[config.mk]
export PLATFORM = sky130hd
export DESIGN_NAME = ioClkSubsystem
export DESIGN_NICKNAME = d
export VERILOG_FILES = /design/src/hdl/ioClkPkg.sv /design/src/hdl/clockDivider.sv /design/src/hdl/configQueue.sv /design/src/hdl/ioClkGenerationCell.sv /design/src/hdl/ioClkSubsystem.sv /design/src/hdl/loadDataAlignment.sv
export SDC_FILE = /design/constraint.sdc
export NUM_CORES = 1
export LEC_CHECK = 0
export BUFFER_PORTS_ARGS = -buffer_cell sky130_fd_sc_hd__buf_2
export CORE_ASPECT_RATIO = 0.75
export CORE_MARGIN = 10
export CORE_UTILIZATION = 45
export CTS_CLUSTER_DIAMETER = 150
export DETAILED_ROUTE_END_ITERATION = 10
export PLACE_DENSITY = 0.66
export REMOVE_ABC_BUFFERS = 1
export SLEW_MARGIN = 20
export SYNTH_ARGS = -nofsm -noshare
export SYNTH_HDL_FRONTEND = slang
export SYNTH_HIERARCHICAL = 1
export SYNTH_SLANG_ARGS = --single-unit
[constraint.sdc]
create_clock -name divided_clk_src -period 5.3 [get_ports divided_clk_src]
set_clock_uncertainty 0.1 [all_clocks]
set_input_delay 1.06 -clock divided_clk_src [delete_from_list [all_inputs] [get_ports divided_clk_src]]
set_output_delay 1.06 -clock divided_clk_src [all_outputs]
set_load 0.05 [all_outputs]
[src/hdl/ioClkPkg.sv]
`default_nettype none

package ioClkPkg;

    // Bus and configuration widths
    localparam int dataWidth    = 16;
    localparam int configWidth  = 16;
    localparam int divisorWidth = 14;
    localparam int modeWidth    = configWidth - divisorWidth;
    localparam int byteWidth    = 8;
    localparam int regDestWidth = 4;

    // Pending configuration queue
    localparam int queueDepth    = 4;
    localparam int queuePtrWidth = $clog2(queueDepth);
    localparam int queueCntWidth = $clog2(queueDepth + 1);

    // Output mode, taken from config bits 15:14
    typedef enum logic [modeWidth-1:0] {
        modeStop     = 2'd0,
        modeToggle   = 2'd1,
        modePulse    = 2'd2,
        // Treated the same as modeStop
        modeReserved = 2'd3
    } outMode_e;

    // Minor load opcode, other codes read back zero
    typedef enum logic [3:0] {
        opLoadWord  = 4'd0,
        opLoadByteU = 4'd1,
        opLoadByteS = 4'd2
    } loadOp_e;

endpackage

`default_nettype wire

[src/hdl/clockDivider.sv]
`default_nettype none

module clockDivider (
    input  wire logic                              divided_clk_src,
    input  wire logic                              arstN,
    input  wire logic                              queueEmpty,
    input  wire logic [ioClkPkg::configWidth-1:0] headData,
    output logic                                   pop,
    output logic                                   dividedClk,
    output ioClkPkg::outMode_e                     activeMode
);

    logic [ioClkPkg::configWidth-1:0]  activeWord;
    logic [ioClkPkg::divisorWidth-1:0] divisor;
    logic [ioClkPkg::divisorWidth-1:0] divCount;
    logic                              wrap;
    logic                              adoptPoint;
    logic                              clkNext;

    assign divisor    = activeWord[ioClkPkg::divisorWidth-1:0];
    assign activeMode = ioClkPkg::outMode_e'(
        activeWord[ioClkPkg::configWidth-1 -: ioClkPkg::modeWidth]);
    assign wrap       = (divCount == divisor);

    // Running modes only switch at a period boundary
    always_comb begin
        case (activeMode)
            ioClkPkg::modeToggle,
            ioClkPkg::modePulse: adoptPoint = wrap;
            default:             adoptPoint = 1'b1;
        endcase
    end

    assign pop = adoptPoint && !queueEmpty;

    // Output shaping
    always_comb begin
        case (activeMode)
            ioClkPkg::modeToggle: clkNext = wrap ? !dividedClk : dividedClk;
            ioClkPkg::modePulse:  clkNext = wrap;
            default:              clkNext = 1'b0;
        endcase
    end

    always_ff @(posedge divided_clk_src or negedge arstN) begin
        if (!arstN) begin
            activeWord <= '0;
            divCount   <= '0;
            dividedClk <= 1'b0;
        end else if (pop) begin
            // New config starts a fresh period
            activeWord <= headData;
            divCount   <= '0;
            dividedClk <= 1'b0;
        end else begin
            divCount   <= wrap ? '0 : divCount + 1'b1;
            dividedClk <= clkNext;
        end
    end

    counterInRange: assert property (
        @(posedge divided_clk_src) disable iff (!arstN)
        divCount <= divisor
    );

endmodule

`default_nettype wire

[src/hdl/configQueue.sv]
`default_nettype none

module configQueue (
    input  wire logic                              divided_clk_src,
    input  wire logic                              arstN,
    input  wire logic                              push,
    input  wire logic [ioClkPkg::configWidth-1:0] pushData,
    input  wire logic                              pop,
    output logic      [ioClkPkg::configWidth-1:0] headData,
    output logic                                   full,
    output logic                                   empty
);

    logic [ioClkPkg::configWidth-1:0]   entries [ioClkPkg::queueDepth];
    logic [ioClkPkg::queuePtrWidth-1:0] wrPtr;
    logic [ioClkPkg::queuePtrWidth-1:0] rdPtr;
    logic [ioClkPkg::queueCntWidth-1:0] count;

    // Circular increment, depth need not be a power of two
    function automatic logic [ioClkPkg::queuePtrWidth-1:0] ptrInc(
        input logic [ioClkPkg::queuePtrWidth-1:0] ptr
    );
        if (int'(ptr) == ioClkPkg::queueDepth - 1) begin
            return '0;
        end
        return ptr + 1'b1;
    endfunction

    always_ff @(posedge divided_clk_src or negedge arstN) begin
        if (!arstN) begin
            wrPtr <= '0;
            rdPtr <= '0;
            count <= '0;
        end else begin
            if (push) begin
                wrPtr <= ptrInc(wrPtr);
            end
            if (pop) begin
                rdPtr <= ptrInc(rdPtr);
            end
            case ({push, pop})
                2'b10:   count <= count + 1'b1;
                2'b01:   count <= count - 1'b1;
                default: count <= count;
            endcase
        end
    end

    // Storage
    always_ff @(posedge divided_clk_src) begin
        if (push) begin
            entries[wrPtr] <= pushData;
        end
    end

    assign headData = entries[rdPtr];
    assign full     = (int'(count) == ioClkPkg::queueDepth);
    assign empty    = (count == '0);

    noPushWhenFull: assert property (
        @(posedge divided_clk_src) disable iff (!arstN)
        push |-> !full
    );

    noPopWhenEmpty: assert property (
        @(posedge divided_clk_src) disable iff (!arstN)
        pop |-> !empty
    );

endmodule

`default_nettype wire

[src/hdl/ioClkGenerationCell.sv]
`default_nettype none

module ioClkGenerationCell (
    input  wire logic                               divided_clk_src,
    input  wire logic                               arstN,

    input  wire logic                               configAck,
    output logic                                    configReq,
    input  wire logic                               loadEn,
    input  var  ioClkPkg::loadOp_e                  minorOpcode,
    input  wire logic                               addrOffset,
    input  wire logic [ioClkPkg::configWidth-1:0]  configWord,
    input  wire logic [ioClkPkg::regDestWidth-1:0] regDest,

    output logic                                    responseAck,
    input  wire logic                               responseReq,
    output logic      [ioClkPkg::regDestWidth-1:0] responseRegDest,
    output logic      [ioClkPkg::dataWidth-1:0]    responseData,

    output logic                                    dividedClk,
    output ioClkPkg::outMode_e                      activeMode
);

    logic                             writeAccept;
    logic                             queueFull;
    logic                             queueEmpty;
    logic                             queuePop;
    logic [ioClkPkg::configWidth-1:0] queueHead;
    logic [ioClkPkg::configWidth-1:0] committedWord;
    logic [ioClkPkg::dataWidth-1:0]   alignIn;

    // Loads borrow the response handshake, writes wait for queue space
    assign configReq   = loadEn ? responseReq : !queueFull;
    assign writeAccept = configAck && configReq && !loadEn;
    assign responseAck = configAck && loadEn;

    // Committed word for read-back
    always_ff @(posedge divided_clk_src or negedge arstN) begin
        if (!arstN) begin
            committedWord <= '0;
        end else if (writeAccept) begin
            committedWord <= configWord;
        end
    end

    assign alignIn         = committedWord;
    assign responseRegDest = regDest;

    loadDataAlignment loadAlign (
        .minorOpcode (minorOpcode),
        .addrOffset  (addrOffset),
        .dataIn      (alignIn),
        .dataOut     (responseData)
    );

    configQueue pendingQueue (
        .divided_clk_src (divided_clk_src),
        .arstN           (arstN),
        .push            (writeAccept),
        .pushData        (configWord),
        .pop             (queuePop),
        .headData        (queueHead),
        .full            (queueFull),
        .empty           (queueEmpty)
    );

    clockDivider divider (
        .divided_clk_src (divided_clk_src),
        .arstN           (arstN),
        .queueEmpty      (queueEmpty),
        .headData        (queueHead),
        .pop             (queuePop),
        .dividedClk      (dividedClk),
        .activeMode      (activeMode)
    );

    // Bus side must never overrun the queue
    noWriteWhenFull: assert property (
        @(posedge divided_clk_src) disable iff (!arstN)
        queueFull && !queuePop |=> queueFull
    );

endmodule

`default_nettype wire

[src/hdl/ioClkSubsystem.sv]
`default_nettype none

module ioClkSubsystem (
    input  wire logic                               divided_clk_src,
    input  wire logic                               arstN,

    input  wire logic                               configAck,
    output logic                                    configReq,
    input  wire logic                               loadEn,
    input  var  ioClkPkg::loadOp_e                  minorOpcode,
    input  wire logic                               addrOffset,
    input  wire logic [ioClkPkg::configWidth-1:0]  configWord,
    input  wire logic [ioClkPkg::regDestWidth-1:0] regDest,

    output logic                                    responseAck,
    input  wire logic                               responseReq,
    output logic      [ioClkPkg::regDestWidth-1:0] responseRegDest,
    output logic      [ioClkPkg::dataWidth-1:0]    responseData,

    output logic                                    dividedClk,
    output ioClkPkg::outMode_e                      activeMode
);

    ioClkGenerationCell genCell (
        .divided_clk_src (divided_clk_src),
        .arstN           (arstN),
        .configAck       (configAck),
        .configReq       (configReq),
        .loadEn          (loadEn),
        .minorOpcode     (minorOpcode),
        .addrOffset      (addrOffset),
        .configWord      (configWord),
        .regDest         (regDest),
        .responseAck     (responseAck),
        .responseReq     (responseReq),
        .responseRegDest (responseRegDest),
        .responseData    (responseData),
        .dividedClk      (dividedClk),
        .activeMode      (activeMode)
    );

endmodule

`default_nettype wire

[src/hdl/loadDataAlignment.sv]
`default_nettype none

module loadDataAlignment (
    input  var  ioClkPkg::loadOp_e               minorOpcode,
    input  wire logic                            addrOffset,
    input  wire logic [ioClkPkg::dataWidth-1:0] dataIn,
    output logic      [ioClkPkg::dataWidth-1:0] dataOut
);

    logic [ioClkPkg::byteWidth-1:0] byteSel;
    logic                           byteSign;

    // Offset 1 picks the upper byte
    always_comb begin
        if (addrOffset) begin
            byteSel = dataIn[2*ioClkPkg::byteWidth-1 -: ioClkPkg::byteWidth];
        end else begin
            byteSel = dataIn[ioClkPkg::byteWidth-1:0];
        end
    end

    assign byteSign = byteSel[ioClkPkg::byteWidth-1];

    always_comb begin
        case (minorOpcode)
            ioClkPkg::opLoadWord: begin
                dataOut = dataIn;
            end
            ioClkPkg::opLoadByteU: begin
                dataOut = {{(ioClkPkg::dataWidth - ioClkPkg::byteWidth){1'b0}}, byteSel};
            end
            ioClkPkg::opLoadByteS: begin
                dataOut = {{(ioClkPkg::dataWidth - ioClkPkg::byteWidth){byteSign}}, byteSel};
            end
            default: begin
                dataOut = '0;
            end
        endcase
    end

endmodule

`default_nettype wire

==> reports/results.ini, run 1 <==
[clocking]
clock_path_buffers=2
cts_max_level=4
cts-hold-fix-buffers=0
cts_buffers=17
cts_sinks=118
cts_tree=yes
insertion_delay_ns=0.40
cts_setup_buffers=0
postCtsResizedCells=0
root_buffer=clkbuf_16
clkSlewWorstSetupHoldPaths_ns=0.05

[synthesis]
synth_top_area_cell=edfxtp_1
synth_ff_type=edfxtp_1
synth_edf_count=64
ys_async_sr_fraction_pct=45.8
synthTopCellsByArea=edfxtp_1, dfrtp_1, mux2_4
ys_ff_latch=118
synth_cells=316
ys_types=43
yosys_warnings=6
yosys-top-cells-count=edfxtp_1, dfrtp_1, xor2_1
synth.most_common_cell=edfxtp_1
yosysTopAreaCellShare_pct=36.4
synth_area_mm2=0.00528
synth-seq-area-share_pct=62.0
synth_area_per_cell_um2=16.7

[floorplan]
die_width_um=145
num_io_pins=55
initial_core_util_pct=45.8
dieArea_mm2=0.0165
die_h_um=114
rows=34
core_area_mm2=0.0115

[final_layout]
syn2layout_area_growth_pct=17.0
num_antenna_cells=0
fin_nets=410
final_layout_size_suffix_gt1_share_pct=34.5

[power_and_ir_drop]
p_sw_share_pct=30.2
intPower_w=0.00246
vdd_drop_max_mv=0.223
comb_power_share_pct=28.7
seqPwrFrac_pct=39.3
p_leak_nw=2.53
p_total_w=0.00352
powerDensity_mw_per_mm2=569
p_switching_w=0.00106
clockPowerShare_pct=32.0

[place]
gp_congestion=0.780
dp_hpwl_mm=6.24
port-buffer-count=46

[timing]
fin_crit_sh_pct=68.2
timing.final.hold_violations=0
rsz0062_at_grt=false
setup_tns_ns=0
slew_viol_final=0
period_needed_ns=3.61
max_freq_ghz=0.277
tightestPinTransition_ns=1.00
slew_headroom_pct=33.1
finalSetupViolCount=0

[routing]
wl_met1_mm=4.58
routed-via-count=2740
antenna_left=0
wl_per_cell_um=17.1
drt_wl_total_mm=9.32
drc_errors=0
drt-pass1-iter-count=4
met3RoutedLength_um=472
viasPerCell=5.03
wl_met2_mm=4.21
drt_iter0_drc=125
highest_layer=met4

[critical_path]
required_ns=4.14
cp_max_fo=13
cp-start-kind=input pin
crit_type=input pin to output port
cp-end-kind=output port
worstPathArrival_ns=2.45

[flow_run]
max_cap_violations=0

[grt]
grt_first_pass_wirelength_mm=15.6
grt-ovfl-total=0
gr-usage-all-layers_pct=11.9
antenna_found_initial=0
grt_max_degree=55
grt_pass1_vias=2940

[run_status]
status=completed

[hold_path]
min-delay-path-class=register to register

-- layout by cell type (no fill, tap or decap), types with 2 or more instances in the layout --
master / instances
edfxtp_1: 64
dfrtp_1: 54
buf_2: 46
xor2_1: 21
nor2_1: 19
mux2_4: 18
clkbuf_16: 17
mux2_2: 16
inv_1: 12
xnor2_1: 9
ha_1: 9
o21a_1: 8
mux4_2: 8
mux4_1: 8
nand2_1: 7
a22o_1: 7
o21ai_0: 5
and3_1: 5
and2_1: 4
bufinv_16: 3
clkinv_2: 3
nor4_2: 3
buf_4: 3
clkbuf_1: 2
inv_6: 2
clkinvlp_4: 2
clkinv_1: 2
and3_2: 2
nand3_1: 2
nand4_1: 2
mux2i_1: 2
-- worst paths after layout --
kind                       slack [ns]                           from                            end  depth (start not counted)
setup reg to reg                 2.18    genCell/divider/divCount[6]  genCell/pendingQueue/count[2]                         10
setup / recovery                 1.69                 minorOpcode[1]                responseData[3]                          5
hold / removal                   0.40  genCell/pendingQueue/count[0]  genCell/pendingQueue/count[0]                          1
hold reg to reg                  0.40  genCell/pendingQueue/count[0]  genCell/pendingQueue/count[0]                          1
min in group asynchronous        0.68                          arstN     genCell/divider/dividedClk                          2
max in group asynchronous        3.94                          arstN             genCell/alignIn[7]                          2
-- worst max-delay path, cell delays in order --
cell and delay (ns):
buf_2 0.19, maj3_1 0.36, nor3_2 0.35, a22o_1 0.22, buf_2 0.26
-- metrics by stage --
step                hold slack, ns  area (um2)  utilization, %  setup slack, ns  std cells
floorplan                    0.357        5140               -            0.410        302
global placement             0.379        5600            48.5             1.76        513
detailed placement           0.400        5600            48.5             1.69        513
CTS                          0.408        6180            53.6             1.68        545
global route                 0.424        6180            53.6             1.57        545
finish                       0.401        6180            53.6             1.69        545
-- layer usage --
metal / vias to the layer above / global-route usage (%)
met5: - / 0
li1: 1291 / -
met4: 0 / 4.03
met3: 9 / 4.67
met2: 68 / 18.0
met1: 1372 / 15.5
-- layout make-up --
cell class,instances,area [um2]
clock buffer,19,433
clock inverter,13,154
fill,939,5350
inverter,12,45.0
multi-input combinational,172,1820
sequential,118,3270
tap,162,203
timing repair buffer,49,253
-- logic make-up (layout without fill, tap and decap cells) --
group	after synthesis	count (layout)	synth area share [%]
muxes	52	52	16.3
and+or+nand+nor	53	53	6.21
DFF	118	118	62.0
adders and majority gates	11	11	2.70
buffers and inverters	26	93	3.55
AOI/OAI and AO/OA	26	26	4.31
xor gates and xnor gates	30	30	4.97
-- sequential cells by signal, indices dropped and copies added (netlist names) --
signal and flops:
genCell/divider/divCount 14, genCell/alignIn 16, genCell/pendingQueue/entries 64, genCell/divider/dividedClk 1, genCell/divider/activeWord 16, genCell/pendingQueue/rdPtr 2
genCell/pendingQueue/wrPtr 2, genCell/pendingQueue/count 3
-- power by group through the flow --
stage / clock network (W) / logic, W / registers (W)
2_1_floorplan: 0 / 0.000801 / 0.00136
4_1_cts: 0.00115 / 0.00103 / 0.00139
6_report: 0.00113 / 0.00101 / 0.00138
5_1_grt: 0.00120 / 0.00112 / 0.00142
3_5_place_dp: 0 / 0.00102 / 0.00141
3_3_place_gp: 0 / 0.000990 / 0.00140
Power figures use the tool's default switching activity.
==> run 2, diff against run 1 <==
==> constraint.sdc (replaced) <==
create_clock -name divided_clk_src -period 3.42 [get_ports divided_clk_src]
set_clock_uncertainty 0.1 [all_clocks]
set_input_delay 0.684 -clock divided_clk_src [delete_from_list [all_inputs] [get_ports divided_clk_src]]
set_output_delay 0.684 -clock divided_clk_src [all_outputs]
set_load 0.05 [all_outputs]
==> reports/results.ini, run 2 (synthesis results as in run 1) <==
[run_status]
status=completed

[clocking]
clkSlewWorstSetupHoldPaths_ns=0.05
insertion_delay_ns=0.40
cts_setup_buffers=0
cts_max_level=4
cts_sinks=118
cts_tree=yes
cts-hold-fix-buffers=0
cts_buffers=17
clock_path_buffers=2
root_buffer=clkbuf_16
postCtsResizedCells=0

[final_layout]
top_register=genCell/pendingQueue/entries
layout_commonest_cell=edfxtp_1
num_antenna_cells=0
fillers=932
fin_nets=416
final_layout_size_suffix_gt1_share_pct=35.5
syn2layout_area_growth_pct=18.0
largest_reg_flops=64
final_cell_mix=edfxtp_1, dfrtp_1, buf_2, xor2_1, nor2_1

[floorplan]
die_width_um=145
die_h_um=114
initial_core_util_pct=45.8
num_io_pins=55
rows=34
dieArea_mm2=0.0165
core_area_mm2=0.0115

[grt]
grtUsageMet2_pct=18.7
antenna_found_initial=0
grt_max_degree=45
grt_busiest_layer=met2
grt_pass1_vias=2957
grt_first_pass_wirelength_mm=16.2
use_met1_pct=16.2
grtUsageMet3_pct=4.67
grt-ovfl-total=0
gr-usage-all-layers_pct=12.4

[place]
dp_hpwl_mm=6.40
port-buffer-count=46
place_ws_ns=0.573
gp_congestion=0.806

[critical_path]
required_ns=2.64
cp_max_fo=13
cp-start-kind=input pin
cp-end-kind=output port
worstPathArrival_ns=2.08
crit_type=input pin to output port

[routing]
drt-pass1-iter-count=4
antenna_left=0
drt_wl_total_mm=9.72
drt_iter0_drc=174
routed-via-count=2790
drc_errors=0
wl_per_cell_um=17.6
viasPerCell=5.06

[power_and_ir_drop]
vdd_drop_max_mv=0.476
powerDensity_mw_per_mm2=884
p_sw_share_pct=30.3
seqPwrFrac_pct=38.0
p_total_w=0.00551
clockPowerShare_pct=31.8
p_leak_nw=2.57
comb_power_share_pct=30.2
p_switching_w=0.00167
intPower_w=0.00384

[timing]
worst_slack_ns=0.557
slew_viol_final=0
slew_headroom_pct=46.7
hold_slack_ns=0.181
timing.final.hold_violations=0
tightestPinTransition_ns=0.799
finalSetupViolCount=0
rsz0062_at_grt=false
period_needed_ns=2.86
max_freq_ghz=0.349
fin_crit_sh_pct=83.7

[hold_path]
min-delay-path-class=input pin to asynchronous set/reset pin

[flow_run]
max_cap_violations=0

run 2: final timing paths:
check / to / cells after the start / slack (ns) / start
setup / recovery: responseData[6] / 5 / 0.56 / minorOpcode[1]
hold / removal: genCell/divider/divCount[8] / 1 / 0.18 / arstN
setup reg to reg: genCell/pendingQueue/count[2] / 10 / 0.80 / genCell/divider/divCount[7]
hold reg to reg: genCell/pendingQueue/count[2] / 1 / 0.41 / genCell/pendingQueue/count[2]
max in group asynchronous: genCell/divider/activeWord[2] / 2 / 2.46 / arstN
min in group divided_clk_src: genCell/pendingQueue/count[2] / 1 / 0.41 / genCell/pendingQueue/count[2]
run 2: per-stage QoR:
| stage | utilization, % | instance area, um2 | TNS (ns) | cells |
|---|---|---|---|---|
| 2_1_floorplan | - | 5140 | -0.718 | 302 |
| 3_3_place_gp | 48.9 | 5640 | 0 | 519 |
| 5_1_grt | 54.1 | 6230 | 0 | 551 |
| 6_report | 54.1 | 6230 | 0 | 551 |
| 4_1_cts | 54.0 | 6230 | 0 | 551 |
| 3_5_place_dp | 48.9 | 5640 | 0 | 519 |
run 2: power by group through the flow:
stage               Combinational, W  Sequential [W]  Clock (W)
finish                       0.00166         0.00210    0.00175
global route                 0.00181         0.00214    0.00186
CTS                          0.00169         0.00210    0.00180
detailed placement           0.00167         0.00212          0
global placement             0.00162         0.00211          0
floorplan                    0.00124         0.00211          0
run 2: final cells by class:
class | instances | area, um2 | area share (%)
Timing Repair Buffer | 55 | 300 | 4.82
Inverter | 12 | 45.0 | 0.723
Tap cell | 162 | 203 | 3.25
Clock inverter | 12 | 154 | 2.47
Sequential cell | 118 | 3270 | 52.5
Clock buffer | 20 | 437 | 7.01
Multi-Input combinational cell | 172 | 1820 | 29.2
run 2: critical path, stage by stage:
cell and delay, ns:
buf_2 0.19, maj3_1 0.36, nor3_2 0.36, a22o_1 0.23, buf_2 0.26
run 2: metal layers:
metal  routed length, um  up-vias
met5                   0        -
met4                  52        0
met3                 455        4
met2                4450       65
met1                4760     1422
li1                    -     1299
==> run 3, diff against run 2 <==
--- a/config.mk
+++ b/config.mk
@@ -11,7 +11,7 @@
 export CORE_UTILIZATION = 45
 export CTS_CLUSTER_DIAMETER = 150
 export DETAILED_ROUTE_END_ITERATION = 10
-export PLACE_DENSITY = 0.66
+export PLACE_DENSITY = 0.68
 export REMOVE_ABC_BUFFERS = 1
 export SLEW_MARGIN = 20
 export SYNTH_ARGS = -nofsm -noshare
==> constraint.sdc (replaced) <==
create_clock -name divided_clk_src -period 2.5 [get_ports divided_clk_src]
set_clock_uncertainty 0.1 [all_clocks]
set_input_delay 0.5 -clock divided_clk_src [delete_from_list [all_inputs] [get_ports divided_clk_src]]
set_output_delay 0.5 -clock divided_clk_src [all_outputs]
set_load 0.05 [all_outputs]
==> reports/results.ini, run 3 (synthesis results as in run 1) <==
[place]
port-buffer-count=46
place_area_mm2=0.00572
place_inst=530
gp_congestion=0.773
dp_hpwl_mm=6.59

[clocking]
insertion_delay_ns=0.41
root_buffer=clkbuf_16
clock_path_buffers=2
cts_max_level=4
clkSlewWorstSetupHoldPaths_ns=0.05
cts_sinks=118
cts_buffers=17
cts_tree=yes

[timing]
timing.final.hold_violations=0
fin_crit_sh_pct=97.4
rsz0062_at_grt=true
max_freq_ghz=0.411
tightestPinTransition_ns=0.757
slew_headroom_pct=49.5
period_needed_ns=2.44
hold_slack_ns=0.0606
finalSetupViolCount=0
slew_viol_final=0

[floorplan]
die_width_um=145
num_io_pins=55
initial_core_util_pct=45.8
core_area_mm2=0.0115
die_h_um=114
dieArea_mm2=0.0165
rows=34

[routing]
antenna_left=0
routed-via-count=2836
drt_wl_total_mm=9.97
drt_iter0_drc=140
drt-pass1-iter-count=5
viasPerCell=5.00
drc_errors=0
wl_per_cell_um=17.6

[critical_path]
crit_type=register to register
cp-start-kind=register
cp_max_fo=3
worstPathArrival_ns=2.66
cp-end-kind=register
required_ns=2.72

[flow_run]
max_cap_violations=0

[final_layout]
top_register=genCell/pendingQueue/entries
layout.cells.non_filler=567
final_cell_mix=edfxtp_1, dfrtp_1, buf_2, buf_4, xor2_1
syn2layout_area_growth_pct=21.3
fillers=939
multi_input_area_mm2=0.00184
regArea_mm2=0.00327
final_layout_size_suffix_gt1_share_pct=38.8
fin_area_mm2=0.00641
fin_nets=432
num_antenna_cells=0
largest_reg_flops=64
layout_commonest_cell=edfxtp_1

[run_status]
status=completed

[power_and_ir_drop]
powerDensity_mw_per_mm2=1220
vdd_drop_max_mv=0.554
p_total_w=0.00779
p_leak_nw=2.65

[grt]
grt_first_pass_wirelength_mm=16.1
antenna_found_initial=0
grt_pass1_vias=2975
gr-usage-all-layers_pct=12.4
grt_max_degree=33
grt-ovfl-total=0

[hold_path]
min-delay-path-class=input pin to asynchronous set/reset pin

[run 3: path summary, 6_finish.rpt]
path                                             startpoint  slack, ns  depth (start not counted)                                 end
max                             genCell/divider/divCount[8]       0.06                         10       genCell/pendingQueue/count[2]
max reg2reg                     genCell/divider/divCount[8]       0.06                         10       genCell/pendingQueue/count[2]
min reg2reg                   genCell/pendingQueue/count[2]       0.39                          1       genCell/pendingQueue/count[2]
max in group asynchronous                             arstN       1.51                          2       genCell/divider/activeWord[0]
min                                                   arstN       0.06                          1       genCell/pendingQueue/count[0]
min in group divided_clk_src                  configWord[5]       0.23                          1  genCell/pendingQueue/entries[3][5]
[run 3: metrics by stage]
step           setup WS, ns  utilization (%)  setup TNS, ns
4_1_cts             0.00537             55.1              0
2_1_floorplan         -1.27                -          -1.77
5_1_grt             -0.0518             55.6        -0.0540
6_report             0.0640             55.6              0
3_5_place_dp         0.0301             49.6              0
3_3_place_gp         0.0768             49.6              0
[run 3: per-layer routing]
metal | up-vias | track usage, % | wire (um)
met5 | - | 0 | 0
met4 | 0 | 3.63 | 57
met3 | 6 | 5.18 | 540
met2 | 62 | 17.4 | 4300
met1 | 1434 | 17.1 | 5070
li1 | 1334 | - | -
[run 3: timing repair]
action	CTS	global route
pin swaps	1	4
setup endpoints to repair	8	8
buffers inserted	2	3
hold buffers	0	0
gates resized for setup	0	10
cloned	0	0
[run 3: power breakdown]
group	internal, W	leakage (nW)	switching [W]
Clock	0.00167	0.291	0.000848
Sequential	0.00251	1.25	0.000325
Combinational	0.00128	1.12	0.00116
Total	0.00546	2.65	0.00233
[run 3: final cells by class]
cell class / instances / share of cell area [%]
clock buffer: 20 / 6.81
clock inverter: 12 / 2.79
inverter: 12 / 0.703
multi-input combinational: 172 / 28.7
sequential: 118 / 51.1
tap: 162 / 3.16
timing repair buffer: 71 / 6.79
[run 3: worst max-delay path, stage by stage (launching register included)]
cell	delay, ns
dfrtp_1	0.41
xor2_1	0.17
nor4_2	0.31
nand4_2	0.19
a21oi_4	0.21
ha_4	0.16
inv_1	0.05
fa_2	0.34
xor2_1	0.15
nor2_1	0.12
xor2_1	0.15
